--- config.mk ---
export PLATFORM = sky130hd
export DESIGN_NAME = mem_port_flat
export DESIGN_NICKNAME = d
export VERILOG_FILES = /design/src/dcache_pkg.sv /design/src/dcache_if.sv /design/src/mem_port.sv /design/src/flat_wrapper.sv
export SDC_FILE = /design/constraint.sdc
export NUM_CORES = 1
export LEC_CHECK = 0
export ABC_AREA = 1
export BUFFER_PORTS_ARGS = -buffer_cell sky130_fd_sc_hd__buf_2
export CAP_MARGIN = 25
export CORE_AREA = 2 2 480 482
export CTS_BUF_LIST = sky130_fd_sc_hd__clkbuf_8 sky130_fd_sc_hd__clkbuf_16
export DETAILED_ROUTE_END_ITERATION = 16
export DIE_AREA = 0 0 482 484
export PLACE_DENSITY_LB_ADDON = 0.3
export SLEW_MARGIN = 0
export SYNTH_ARGS = -nofsm -noshare
export SYNTH_HDL_FRONTEND = slang
export SYNTH_SLANG_ARGS = --single-unit
--- constraint.sdc ---
create_clock -name clk -period 22.7 [get_ports clk]
set_clock_uncertainty 0.05 [all_clocks]
set_input_delay 2.27 -clock clk [delete_from_list [all_inputs] [get_ports clk]]
set_output_delay 2.27 -clock clk [all_outputs]
set_load 0.03 [all_outputs]
--- src/dcache_pkg.sv ---
package dcache_pkg;

  // ~~~~~~~~~~~~~~~~~~~~~~~~~~~~~~
  // default geometry
  // ~~~~~~~~~~~~~~~~~~~~~~~~~~~~~~

  localparam int WORD_W     = 64;  // data word width in bits.
  localparam int ADDR_W     = 32;  // byte address width.
  localparam int LINE_WORDS = 8;   // 512-bit line, 6 offset bits.
  localparam int NUM_LINES  = 16;  // small on purpose, 4 index bits.

  // ~~~~~~~~~~~~~~~~~~~~~~~~~~~~~~
  // opcodes and controller states
  // ~~~~~~~~~~~~~~~~~~~~~~~~~~~~~~

  typedef enum logic {
    OP_READ,
    OP_WRITE
  } cache_op_e;

  // a fill replays through LOOKUP, which then hits.
  typedef enum logic [2:0] {
    IDLE,
    LOOKUP,
    FILL_WAIT,
    WRITE_WAIT,
    RESPOND
  } cache_state_e;

endpackage

--- src/dcache_if.sv ---


// core to memory port, one request in flight at most.
interface mem_req_if #(
  parameter int addr_w = dcache_pkg::ADDR_W,
  parameter int word_w = dcache_pkg::WORD_W,
  parameter int line_w = dcache_pkg::WORD_W * dcache_pkg::LINE_WORDS
);
  logic                  start;  // one-cycle pulse from the core.
  dcache_pkg::cache_op_e op;
  logic [addr_w-1:0]     addr;
  logic [word_w-1:0]     wdata;
  logic                  done;   // one-cycle pulse from the port.
  logic [line_w-1:0]     line;

  modport core (output start, op, addr, wdata, input done, line);
  modport port (input start, op, addr, wdata, output done, line);
endinterface

--- src/mem_port.sv ---
module mem_port #(
  parameter int addr_w     = dcache_pkg::ADDR_W,
  parameter int word_w     = dcache_pkg::WORD_W,
  parameter int line_words = dcache_pkg::LINE_WORDS
) (
  input  logic                         clk,
  input  logic                         rst,
  mem_req_if.port                      mem,
  output logic [addr_w-1:0]            mem_address,
  output logic [word_w-1:0]            mem_data_out,
  output logic                         mem_wr_en,
  output logic                         mem_req,
  input  logic [word_w*line_words-1:0] mem_data_in,
  input  logic                         mem_data_valid
);

  logic ack;

  // a valid pulse with no request open is not an answer.
  assign ack = mem_req & mem_data_valid;

  always_ff @(posedge clk) begin
    if (rst) begin
      mem_req   <= 1'b0;
      mem_wr_en <= 1'b0;
      mem.done  <= 1'b0;
    end else begin
      mem.done <= ack;
      if (mem.start) begin
        mem_req   <= 1'b1;
        mem_wr_en <= (mem.op == dcache_pkg::OP_WRITE);
      end else if (ack) begin
        mem_req   <= 1'b0;
        mem_wr_en <= 1'b0;
      end
    end
  end

  // held steady while the request is open. the core never starts twice.
  always_ff @(posedge clk) begin
    if (mem.start) begin
      mem_address  <= mem.addr;
      mem_data_out <= mem.wdata;
    end
    if (ack) begin
      mem.line <= mem_data_in;  // on a write the core ignores it.
    end
  end

endmodule

--- src/flat_wrapper.sv ---
// flat-port wrapper written by rule: the top's interface ports become plain ports
module mem_port_flat 
#(
  parameter int addr_w     = dcache_pkg::ADDR_W,
  parameter int word_w     = dcache_pkg::WORD_W,
  parameter int line_words = dcache_pkg::LINE_WORDS
)
  (clk, rst, mem_address, mem_data_out, mem_wr_en, mem_req, mem_data_in, mem_data_valid, mem_start, mem_op, mem_addr, mem_wdata, mem_done, mem_line);
  mem_req_if #(.addr_w(addr_w), .word_w(word_w)) mem_i ();
  input  logic clk;
  input  logic rst;
  output logic [addr_w-1:0] mem_address;
  output logic [word_w-1:0] mem_data_out;
  output logic mem_wr_en;
  output logic mem_req;
  input  logic [word_w*line_words-1:0] mem_data_in;
  input  logic mem_data_valid;
  input wire logic [$bits(mem_i.start)-1:0] mem_start;
  input wire logic [$bits(mem_i.op)-1:0] mem_op;
  input wire logic [$bits(mem_i.addr)-1:0] mem_addr;
  input wire logic [$bits(mem_i.wdata)-1:0] mem_wdata;
  output wire logic [$bits(mem_i.done)-1:0] mem_done;
  output wire logic [$bits(mem_i.line)-1:0] mem_line;
  assign mem_i.start = mem_start;
  assign mem_i.op = mem_op;
  assign mem_i.addr = mem_addr;
  assign mem_i.wdata = mem_wdata;
  assign mem_done = mem_i.done;
  assign mem_line = mem_i.line;
  mem_port #(.addr_w(addr_w), .word_w(word_w), .line_words(line_words)) u_core (.clk(clk), .rst(rst), .mem(mem_i), .mem_address(mem_address), .mem_data_out(mem_data_out), .mem_wr_en(mem_wr_en), .mem_req(mem_req), .mem_data_in(mem_data_in), .mem_data_valid(mem_data_valid));
endmodule
==> summary.txt <==
Die
  • # rows: 176
  • Die area: roughly 230000 um^2
  • Initial Util: 8.04%
  • Die width: 482 um
  • Overall die height: 484 um
  • IO Count: 1224
  • Core area: between 200000 and 250000 um^2

Flow run
  • Max Cap Viol: 0

Pwr
  • Pwr Density: 93.9 nW/um^2
  • Net switching power: 0.776 mW
  • Comb power frac: 8.9%
  • Sequential fraction of design power: 44.7%
  • Internal: 2.15 mW
  • Peak VDD IR: 0.0000543 V
  • Leakage power: 12.0 nW
  • Sw Share: between 20% and 30%
  • Clk pwr share: 46.4%

Timing
  • RSZ-0062 raised after global routing: false
  • Slew HR: between 30% and 40%
  • Pin slew with the least headroom to its limit: 0.967 ns
  • Slew Viols, Final: 0
  • Fin Setup TNS: 0 ns
  • Period minus WS final: 5.33 ns
  • Fmax: around 190 MHz
  • Final period utilization: 23.5%
  • Final Hold Vio Count: 0
  • Hold WS: roughly 0.44 ns
  • Final Setup Violations: 0

Global routing
  • Met3 Usage GRT: 14.1%
  • Total grt overflow: 0
  • Met2 Usage GRT: approximately a fifth
  • Most Crowded Layer GR: met2
  • Initial antenna violation count: 245
  • Largest net degree at the start of global routing: 89
  • Gr usage total: 14.0%
  • Vias in the first global route: 13700
  • GR Util met1: between 10 and 15%
  • First-pass GRT wire length: 197000 um

Detailed routing
  • Detailed Route Iter0 Violations: 620
  • Final WL: 170000 um
  • Drt pass-1 iters: 5
  • Via/cell ratio: about 2.6
  • Vias: 13400
  • Routed WL per cell: ~34 um
  • Post-route ant nets: 0
  • # DRC: 0

Layout
  • Layout area overhead: 69.7%
  • Non-filler cells, final: 5057
  • Final nets: 2555
  • Share of cells above drive strength 1: 67.7%
  • Design Area, Final: 31200 um^2
  • Filler cells: 25700

Synth
  • Post-synth EDFFs: 608
  • Top-area cell type share of the netlist area: 99.3%
  • Cells after synthesis: around 620
  • Post-synthesis sequential area ratio: between 90% and 100%
  • Post-Syn Area: 18400 um^2
  • Area contributors post-synth: edfxtp_1, dfxtp_1, inv_1
  • Primary FF master, synth: edfxtp_1
  • Mean Syn Cell Area: 29.5 um^2
  • Number of distinct library cells after synthesis: 8
  • #FFs+latches synth: around 600
  • Most frequent cell after synthesis: edfxtp_1
  • Async S/R FF share, synth: 0%
  • Net count after synthesis: 1237
  • Commonest cells in the netlist: edfxtp_1, inv_1, dfxtp_1, nand2_1, nand2_2
  • Area leader, netlist: edfxtp_1
  • Ys Warns: 0

Placement
  • DP Wirelength: approximately 150000 um
  • I/O Buffers: 1223
  • Placed Cells: 4881
  • Area after DPL: 28400 um^2
  • Routability cong.: 0.835

Clock tree
  • CTS tree: yes
  • Reg clk slew, reported paths: 0.06 ns
  • Post-CTS setup buffers: 0
  • Clock sink count: 611
  • Num CTS Buffers: 84
  • H-tree Lvls: 3
  • Cts repair resizes: 0
  • Max Buffers Root-to-Sink: 3
  • Hold buffer count at CTS: 0
  • Root buffer cell: clkbuf_16
  • Clock latency on the worst-skew pair: 0.72 ns

Setup path
  • Worst Path Max Fanout: 88
  • WS Path Type: in -> reg
  • WP data required: between 20 and 25 ns
  • CP Launch Type: primary input
  • Crit path DAT: about 5.6 ns
  • CP endpoint kind: flip-flop

Run status
  • Status: finished, final reports clean

Min path
  • Hold Path Class: reg -> reg
-- layout make-up --
type                            count  area, um^2  area share, %
Sequential cell                   611       18300           58.7
Timing Repair Buffer             1232        6200           19.9
Tap cell                         3026        3790           12.1
Clock buffer                       86        2150           6.90
Clock inverter                     69         611           1.96
Antenna cell                       20        50.0          0.160
Multi-Input combinational cell      8        41.3          0.132
Inverter                            5        26.3         0.0842
-- per-stage QoR --
step / worst slack (ns) / power, mW / utilization [%]
after detailed placement: 16.54 / 1.60 / 12.4
after global routing: 17.15 / 3.05 / 13.6
final: 17.37 / 2.93 / 13.6
after global placement: 16.56 / 1.60 / 12.4
after floorplan: 9.60 / 1.45 / -
after CTS: 17.36 / 3.00 / 13.6
-- final timing paths --
check	start	endpoint	slack, ns	cells after the start
worst min register to register	u_core.mem_req$_SDFFE_PP0P_	u_core.mem_req$_SDFFE_PP0P_	0.44	2
worst max register to register	u_core.mem_req$_SDFFE_PP0P_	u_core.mem.line[218]$_DFFE_PP_	18.64	5
worst max-delay path	mem_data_valid	u_core.mem.line[218]$_DFFE_PP_	17.37	6
worst min-delay path	u_core.mem_req$_SDFFE_PP0P_	u_core.mem_req$_SDFFE_PP0P_	0.44	2
-- power by group through the flow --
stage,Clock (mW),Sequential (mW),Combinational [mW]
final,1.36,1.31,0.260
after global routing,1.45,1.31,0.279
after CTS,1.43,1.31,0.264
after detailed placement,0,1.33,0.264
after global placement,0,1.33,0.264
after floorplan,0,1.44,0.0117
-- worst max-delay path, stage by stage --
cell and delay [ns]:
buf_2 0.10, nand2_2 0.12, inv_8 0.51, buf_4 0.76, buf_4 0.81, buf_4 0.84
-- metal layers --
metal,routed length (um),vias up,share of wire (%)
li1,-,5230,-
met1,56800,6211,33
met2,68600,1405,40
met3,38600,530,23
met4,5520,20,3.3
met5,134,-,0.079
-- cell usage in the layout (no fill, tap or decap) --
master	Yosys	final
a21oi_1	1	1
a21oi_2	1	1
buf_12	0	1
buf_2	0	1222
buf_4	0	9
bufinv_16	0	9
clkbuf_16	0	86
clkinv_1	0	12
clkinv_2	0	15
clkinv_4	0	2
clkinv_8	0	3
clkinvlp_4	0	3
dfxtp_1	3	3
diode_2	0	20
edfxtp_1	608	608
inv_1	5	22
inv_6	0	6
inv_8	0	2
nand2_1	3	3
nand2_2	2	2
nor2_1	1	1
-- kinds of logic after synthesis --
logic type,synth area share (%)
AO/OA/AOI/OAI,0.0749
buffers and inverters,0.102
flip-flops,99.7
AND/OR/NAND/NOR,0.150
-- flip-flops by register name, indices dropped and copies added, names as in the netlist --
signal,count
u_core.mem.done,1
u_core.mem_data_out,64
u_core.mem_req,1
u_core.mem.line,512
u_core.mem_address,32
u_core.mem_wr_en,1
No activity file was read; power rests on OpenSTA's default activity.
