### config.mk
export PLATFORM = sky130hd
export DESIGN_NAME = req_capture_flat
export DESIGN_NICKNAME = d
export VERILOG_FILES = /design/src/dcache_pkg.sv /design/src/dcache_if.sv /design/src/req_capture.sv /design/src/flat_wrapper.sv
export SDC_FILE = /design/constraint.sdc
export NUM_CORES = 1
export LEC_CHECK = 0
export ABC_CLOCK_PERIOD_IN_PS = 4000
export BUFFER_PORTS_ARGS = -buffer_cell sky130_fd_sc_hd__clkbuf_2
export CAP_MARGIN = 0
export CORE_MARGIN = 4
export CORE_UTILIZATION = 30
export DETAILED_ROUTE_END_ITERATION = 10
export GPL_ROUTABILITY_DRIVEN = 0
export PLACE_DENSITY_LB_ADDON = 0.12
export SKIP_CTS_REPAIR_TIMING = 1
export SLEW_MARGIN = 10
export SYNTH_ARGS = -nofsm -noshare
export SYNTH_HDL_FRONTEND = slang
export SYNTH_SLANG_ARGS = --single-unit
### constraint.sdc
create_clock -name clk -period 4 [get_ports clk]
set_clock_uncertainty 0.1 [all_clocks]
set_input_delay 0.8 -clock clk [delete_from_list [all_inputs] [get_ports clk]]
set_output_delay 0.8 -clock clk [all_outputs]
set_load 0.02 [all_outputs]
### src/dcache_pkg.sv
package dcache_pkg;

  // ~~~~~~~~~~~~~~~~~~~~~~~~~~~~~~
  // default geometry
  // ~~~~~~~~~~~~~~~~~~~~~~~~~~~~~~

  localparam int WORD_W     = 64;  // data word width in bits.
  localparam int ADDR_W     = 32;  // byte address width.
  localparam int LINE_WORDS = 8;   // 512-bit line, 6 offset bits.
  localparam int NUM_LINES  = 16;  // small on purpose, 4 index bits.

  // ~~~~~~~~~~~~~~~~~~~~~~~~~~~~~~
  // opcodes and controller states
  // ~~~~~~~~~~~~~~~~~~~~~~~~~~~~~~

  typedef enum logic {
    OP_READ,
    OP_WRITE
  } cache_op_e;

  // a fill replays through LOOKUP, which then hits.
  typedef enum logic [2:0] {
    IDLE,
    LOOKUP,
    FILL_WAIT,
    WRITE_WAIT,
    RESPOND
  } cache_state_e;

endpackage

### src/dcache_if.sv
// one captured processor request, valid for a single cycle.
interface cpu_req_if #(
  parameter int addr_w = dcache_pkg::ADDR_W,
  parameter int word_w = dcache_pkg::WORD_W
);
  logic                  valid;
  dcache_pkg::cache_op_e op;
  logic [addr_w-1:0]     addr;
  logic [word_w-1:0]     wdata;
  logic                  idle;   // core is in IDLE and can take a request.

  modport src (output valid, op, addr, wdata, input idle);
  modport dst (input valid, op, addr, wdata, output idle);
endinterface


### src/req_capture.sv
module req_capture #(
  parameter int addr_w = dcache_pkg::ADDR_W,
  parameter int word_w = dcache_pkg::WORD_W
) (
  input  logic              clk,
  input  logic              rst,
  input  logic              enable,
  input  logic              wr_en,
  input  logic [addr_w-1:0] r_addr,
  input  logic [addr_w-1:0] w_addr,
  input  logic [word_w-1:0] data_in,
  output logic              busy,
  cpu_req_if.src            req
);

  logic accept;

  // busy covers the valid cycle too, before the core leaves IDLE.
  assign busy   = req.valid | ~req.idle;
  assign accept = enable & ~busy;  // strobes seen while busy are dropped.

  always_ff @(posedge clk) begin
    if (rst) begin
      req.valid <= 1'b0;
    end else begin
      req.valid <= accept;
    end
  end

  // fields stay put until the next accepted strobe.
  always_ff @(posedge clk) begin
    if (accept) begin
      if (wr_en) begin
        req.op   <= dcache_pkg::OP_WRITE;
        req.addr <= w_addr;
      end else begin
        req.op   <= dcache_pkg::OP_READ;
        req.addr <= r_addr;
      end
      req.wdata <= data_in;
    end
  end

endmodule

### src/flat_wrapper.sv
// flat-port wrapper written by rule: the top's interface ports become plain ports
module req_capture_flat 
#(
  parameter int addr_w = dcache_pkg::ADDR_W,
  parameter int word_w = dcache_pkg::WORD_W
)
  (clk, rst, enable, wr_en, r_addr, w_addr, data_in, busy, req_valid, req_op, req_addr, req_wdata, req_idle);
  cpu_req_if #(.addr_w(addr_w), .word_w(word_w)) req_i ();
  input  logic clk;
  input  logic rst;
  input  logic enable;
  input  logic wr_en;
  input  logic [addr_w-1:0] r_addr;
  input  logic [addr_w-1:0] w_addr;
  input  logic [word_w-1:0] data_in;
  output logic busy;
  output wire logic [$bits(req_i.valid)-1:0] req_valid;
  output wire logic [$bits(req_i.op)-1:0] req_op;
  output wire logic [$bits(req_i.addr)-1:0] req_addr;
  output wire logic [$bits(req_i.wdata)-1:0] req_wdata;
  input wire logic [$bits(req_i.idle)-1:0] req_idle;
  assign req_valid = req_i.valid;
  assign req_op = req_i.op;
  assign req_addr = req_i.addr;
  assign req_wdata = req_i.wdata;
  assign req_i.idle = req_idle;
  req_capture #(.addr_w(addr_w), .word_w(word_w)) u_core (.clk(clk), .rst(rst), .enable(enable), .wr_en(wr_en), .r_addr(r_addr), .w_addr(w_addr), .data_in(data_in), .busy(busy), .req(req_i));
endmodule
==> impl_metrics.py, run 1 <==
metrics = {
    "status": {
        "status": "complete, no violations",
    },
    "global_route": {
        "grt_pass1_wl_mm": 11.6,
        "grt_max_degree": 56,
        "antenna_found_initial": 0,
        "overflow": 0,
        "grt_util_all_layers_pct": 11.7,
        "grt_pass1_vias": 2256,
    },
    "setup_path": {
        "rrSetupSlack_ns": 2.10,
        "endpoint_kind": "register",
        "cp.arrival_ns": 2.07,
        "crit_fanout": 22,
        "crit_required_ns": 3.98,
        "rr_worst_depth": 2,
        "reg2reg_to": "u_core.req.wdata[52]$_DFFE_PP_",
        "critPathKind": "primary input to register",
        "reg2reg_from": "u_core.req.valid$_SDFF_PP0_",
        "worstSetupStartpointType": "primary input",
    },
    "sta": {
        "worst_slack_ns": 1.91,
        "setup-tns-final_ns": 0,
        "hold_ws_ns": 0.381,
        "max_freq_mhz": 478,
        "finalHoldViolations": 0,
        "maxSlewViolCount": 0,
        "max_slew_margin_pct": 50.8,
        "setup_violations": 0,
        "grt_setup_unrepaired": "false",
        "worst_slew_pin_slew_ns": 0.738,
        "finalCritPeriodShare_pct": 52.3,
        "fin_crit_ns": 2.09,
    },
    "synth": {
        "yosysWarnings": 0,
        "syn_inst": 137,
        "yosys_register_bits": 98,
        "synth_cell_types": 9,
        "syn_area_per_cell_sq_um": 25.6,
        "syn_nets": 270,
        "syn_area_sq_um": 3500,
        "seq_area_frac_synth_pct": 83.7,
    },
    "cells_and_area": {
        "utilization_pct": 44.4,
        "layout.nets": 510,
        "design_area_sq_um": 5070,
        "n_antenna_cell": 0,
        "area_delta_synth_final_pct": 44.7,
        "fin_cells": 524,
        "layout-drive-gt1-share_pct": 73.8,
    },
    "place": {
        "postPlaceCellArea_sq_um": 4800,
        "port-buffer-count": 231,
        "post-place-ws_ns": 1.52,
        "dp.cells": 509,
        "dp_hpwl_mm": 6.80,
    },
    "pwr": {
        "p_total_mw": 2.21,
        "power_leakage_nw": 2.28,
        "powerDensity_nw_per_um2": 437,
        "max-vdd-ir-drop_mv": 0.244,
    },
    "clock_network": {
        "clock_sinks": 98,
        "cts_tree": "yes",
        "cts.path.max_buffers": 2,
        "path_clk_slew_ns": 0.06,
        "clock_latency_ns": 0.33,
        "cts-buffers-inserted": 9,
        "root_buffer": "clkbuf_16",
        "cts_htree_levels": 3,
    },
    "drt": {
        "wire_per_inst_um": 16.2,
        "ant_nets": 0,
        "firstDrtPassIters": 4,
        "drc_errors": 0,
        "wl_mm": 8.47,
        "via_per_inst": 4.18,
        "drtIter0Drc": 65,
        "vias": 2191,
    },
    "die": {
        "core_sq_um": 11400,
        "rows": 39,
        "die_y_um": 116,
        "start_util_pct": 30.7,
        "num_io_pins": 232,
        "die_width_um": 116,
        "fp.dieArea_sq_um": 13500,
    },
    "worst_hold_path": {
        "whs_endpoint": "u_core.req.valid$_SDFF_PP0_",
        "hold_start": "u_core.req.valid$_SDFF_PP0_",
        "holdPathStages": 1,
        "hp-class": "register to register",
    },
    "run": {
        "drv_cap": 0,
    },
}
## cells in the final DEF (no fill, tap or decap)
master	count
inv_6	1
clkinv_2	2
mux2_2	2
clkbuf_16	9
clkinv_4	2
buf_12	1
buf_4	1
nor4bb_1	1
nand2b_1	1
clkinvlp_4	1
mux2_4	30
and3b_4	1
dfxtp_1	1
clkbuf_2	231
edfxtp_1	97
## flip-flops by register name, indices dropped and copies added, names as in the netlist
register,flops
u_core.req.op,1
u_core.req.addr,32
u_core.req.wdata,64
u_core.req.valid,1
## cells in the mapped netlist, drive strengths merged
master  number  area share, %
nand2b       1           0.18
dfxtp        1           0.57
mux2        32             14
nor4bb       1           0.29
and3b        1           0.25
buf          4            2.0
edfxtp      97             83
## worst max-delay path, cell delays in order
cell and delay (ns):
clkbuf_2 0.56, buf_4 0.37, mux2_4 0.32
## per-layer routing
| layer | part of all wire [%] | global-route usage, % | wire length, um |
|---|---|---|---|
| met5 | 0 | 0 | 0 |
| met4 | 1.2 | 4.02 | 100 |
| met3 | 14 | 5.74 | 1200 |
| met2 | 48 | 19.3 | 4030 |
| met1 | 37 | 13.3 | 3140 |
## cells by family after synthesis
family	after synthesis	share of synthesized area (%)
muxes	32	13.5
DFF	98	83.7
buffers and inverters	4	2.04
and+or+nand+nor	3	0.715
## cell type report
type | count | area (sq um)
multi-input combinational | 35 | 502
fill | 1063 | 6350
sequential | 98 | 2930
tap | 143 | 179
clock inverter | 6 | 43.8
clock buffer | 9 | 225
timing repair buffer | 233 | 1180
## worst max-delay path by stage
| stage | endpoint | startpoint | cells after the start |
|---|---|---|---|
| finish | u_core.req.addr[2]$_DFFE_PP_ | wr_en | 3 |
| detailed placement | u_core.req.addr[1]$_DFFE_PP_ | wr_en | 3 |
| floorplan | u_core.req.addr[0]$_DFFE_PP_ | enable | 1 |
| global placement | u_core.req.addr[31]$_DFFE_PP_ | wr_en | 3 |
| CTS | u_core.req.addr[2]$_DFFE_PP_ | wr_en | 3 |
| global route | u_core.req.addr[5]$_DFFE_PP_ | wr_en | 3 |
## power by group
part           total (mW)  switching (mW)  internal [mW]
sequential           1.20          0.0115           1.19
clock               0.777           0.357          0.420
combinational       0.240           0.127          0.113
total                2.21           0.495           1.72
(Power assumes the default switching activity.)
==> run 2, diff against run 1 <==
--- a/config.mk
+++ b/config.mk
@@ -5,7 +5,8 @@
 export SDC_FILE = /design/constraint.sdc
 export NUM_CORES = 1
 export LEC_CHECK = 0
-export ABC_CLOCK_PERIOD_IN_PS = 4000
+export ABC_AREA = 1
+export ABC_CLOCK_PERIOD_IN_PS = 1700
 export BUFFER_PORTS_ARGS = -buffer_cell sky130_fd_sc_hd__clkbuf_2
 export CAP_MARGIN = 0
 export CORE_MARGIN = 4
==> constraint.sdc (replaced) <==
create_clock -name clk -period 1.7 [get_ports clk]
set_clock_uncertainty 0.1 [all_clocks]
set_input_delay 0.34 -clock clk [delete_from_list [all_inputs] [get_ports clk]]
set_output_delay 0.34 -clock clk [all_outputs]
set_load 0.02 [all_outputs]
==> run 2 against run 1 <==
  * Synthesized cell count is 50% higher
  * First-iteration DRC count is 69% higher
  * Power is 150% higher
  * Worst hold slack worse by 0.32 ns
  * Design area is 2.6% higher
  * Sequential cell count stayed put
  * Clock-buffer cell count stayed put
  * Routed wire length is 0.71% lower
  * Via count is 9.7% higher
  * Combinational power is 140% higher
  * Clock power grew to 2.8 times the previous value
==> impl_metrics.py, run 2 <==
metrics = {
    "synth": {
        "synthArstFlopShare_pct": 0,
        "seq_area_frac_synth_pct": 82.2,
        "synth_top_family_by_area": "compound AO/OA/AOI/OAI gates",
        "synth_edf_count": 97,
        "syn_area_per_cell_sq_um": 17.3,
        "synth.most_common_cell": "edfxtp_1",
        "synth_cell_types": 12,
        "syn_area_sq_um": 3570,
        "netlist.area_leader.share_pct": 81.7,
        "synthSimpleGateAreaFrac_pct": 3.86,
        "syn_nets": 339,
        "syn_inst": 206,
        "yosysWarnings": 0,
        "synth_largest_area_cell": "edfxtp_1",
        "synth_xor_area_share_pct": 0,
        "yosys-top-cells-count": "edfxtp_1, inv_1, nand2_1, o21ai_2",
        "synth-compound-area-share_pct": 7.54,
        "yosys_register_bits": 98,
        "synthFlopType": "edfxtp_1",
        "synthAdderAreaFrac_pct": 0,
        "synth_area_leaders": "edfxtp_1, o21ai_2, inv_1",
        "synthMuxAreaShare_pct": 0,
    },
    "pwr": {
        "intPower_mw": 4.31,
        "power_switching_mw": 1.21,
        "pwr-share-clk_pct": 38.7,
        "max-vdd-ir-drop_mv": 0.562,
        "sequentialPowerShare_pct": 51.0,
        "powerDensity_nw_per_um2": 1060,
        "p_sw_share_pct": 22.0,
        "power_leakage_nw": 2.40,
        "combPwrFrac_pct": 10.3,
    },
    "die": {
        "die_width_um": 117,
        "die_y_um": 117,
        "start_util_pct": 31.0,
        "core_sq_um": 11500,
        "num_io_pins": 232,
        "fp.dieArea_sq_um": 13700,
        "rows": 39,
    },
    "place": {
        "post-place-ws_ns": 0.269,
        "dp.cells": 577,
        "dp_hpwl_mm": 6.70,
        "port-buffer-count": 231,
        "postPlaceCellArea_sq_um": 4880,
    },
    "clock_network": {
        "cts_htree_levels": 3,
        "cts-buffers-inserted": 9,
        "clock_latency_ns": 0.33,
        "cts_tree": "yes",
        "clock_sinks": 98,
        "root_buffer": "clkbuf_16",
        "cts.path.max_buffers": 2,
        "path_clk_slew_ns": 0.06,
    },
    "global_route": {
        "antenna_found_initial": 0,
        "overflow": 0,
        "grt_pass1_vias": 2353,
        "grt_pass1_wl_mm": 11.6,
        "grt_util_all_layers_pct": 11.4,
        "grt_max_degree": 63,
    },
    "cells_and_area": {
        "fin_cells": 593,
        "area_delta_synth_final_pct": 45.8,
        "largest_reg_flops": 64,
        "n_antenna_cell": 0,
        "regMostFlops": "u_core.req.wdata",
        "fillers": 1063,
        "layout.nets": 578,
        "layout_commonest_cell": "clkbuf_2",
        "utilization_pct": 45.1,
        "design_area_sq_um": 5200,
        "final_cell_mix": "clkbuf_2, edfxtp_1, inv_1, nand2_1, o21ai_2",
        "largest_registers": "u_core.req.wdata x64, u_core.req.addr x32",
        "layout-drive-gt1-share_pct": 63.3,
    },
    "drt": {
        "via_per_inst": 4.05,
        "vias": 2404,
        "wl_mm": 8.41,
        "firstDrtPassIters": 4,
        "ant_nets": 0,
        "drc_errors": 0,
        "wire_per_inst_um": 14.2,
        "drtIter0Drc": 110,
    },
    "setup_path": {
        "endpoint_kind": "register",
        "worstSetupStartpointType": "register",
        "cp.arrival_ns": 1.28,
        "crit_required_ns": 1.61,
        "critPathBufInv": 3,
        "crit_family": "buffers and inverters",
        "slowest_delay_ns": 0.34,
        "slowest_stage": "dfxtp_4",
        "crit_chain": "inv_2 -> nand3_2 -> clkinvlp_4 -> buf_12",
        "crit_fanout": 62,
        "critPathKind": "register to register",
    },
    "sta": {
        "max_slew_margin_pct": 74.9,
        "grt_setup_unrepaired": "false",
        "setup_violations": 0,
        "finalCritPeriodShare_pct": 80.8,
        "finalHoldViolations": 0,
        "fin_crit_ns": 1.37,
        "worst_slack_ns": 0.326,
        "max_freq_mhz": 728,
        "hold_ws_ns": 0.0568,
        "maxSlewViolCount": 0,
        "worst_slew_pin_slew_ns": 0.377,
    },
    "run": {
        "drv_cap": 0,
    },
    "status": {
        "status": "complete, no violations",
    },
    "worst_hold_path": {
        "hp-class": "primary input to register",
    },
}
==> run 2: cell count changes after synthesis, sizes merged <==
cell,previous run,this run
nor2,0,1
inv,0,34
o21ai,0,32
nand2b,1,0
buf,4,7
mux2,32,0
nand3,0,1
nor4bb,1,0
nand2,0,33
and3b,1,0
==> run 2: final cells by class <==
class / count / area [sq um] / area share, %
Clock inverter: 7 / 91.3 / 1.76
Timing Repair Buffer: 235 / 1220 / 23.5
Clock buffer: 9 / 225 / 4.33
Multi-Input combinational cell: 67 / 412 / 7.92
Inverter: 34 / 131 / 2.53
Tap cell: 143 / 179 / 3.44
Sequential cell: 98 / 2940 / 56.5
==> run 2: final timing paths <==
check | startpoint | endpoint | slack [ns] | cells after the start
min reg2reg | u_core.req.valid$_SDFF_PP0_ | u_core.req.valid$_SDFF_PP0_ | 0.45 | 3
min | rst | u_core.req.valid$_SDFF_PP0_ | 0.06 | 2
max reg2reg | u_core.req.valid$_SDFF_PP0_ | u_core.req.wdata[24]$_DFFE_PP_ | 0.33 | 4
max | u_core.req.valid$_SDFF_PP0_ | u_core.req.wdata[24]$_DFFE_PP_ | 0.33 | 4
==> run 2: kinds of logic after synthesis <==
family                 after synthesis
flip-flops                          98
AND/OR/NAND/NOR                     35
AO/OA/AOI/OAI                       32
buffers and inverters               41
==> run 2: layer usage <==
metal / wire length [um] / GRT usage [%]
met1: 3300 / 13.2
met2: 3870 / 18.7
met3: 1120 / 4.73
met4: 129 / 5.05
met5: 0 / 0
==> run 2: power by group through the flow <==
stage	sequential [mW]	clock, mW	combinational (mW)
after floorplan	3.01	0	0.167
after detailed placement	2.87	0	0.580
after CTS	2.82	2.20	0.581
after global routing	2.82	2.31	0.621
final	2.82	2.14	0.567
after global placement	2.87	0	0.577
==> run 2: stage by stage <==
stage	power (mW)	TNS (ns)
after floorplan	3.18	-68.08
after global placement	3.45	0
after detailed placement	3.45	0
after CTS	5.60	0
after global routing	5.75	0
final	5.52	0
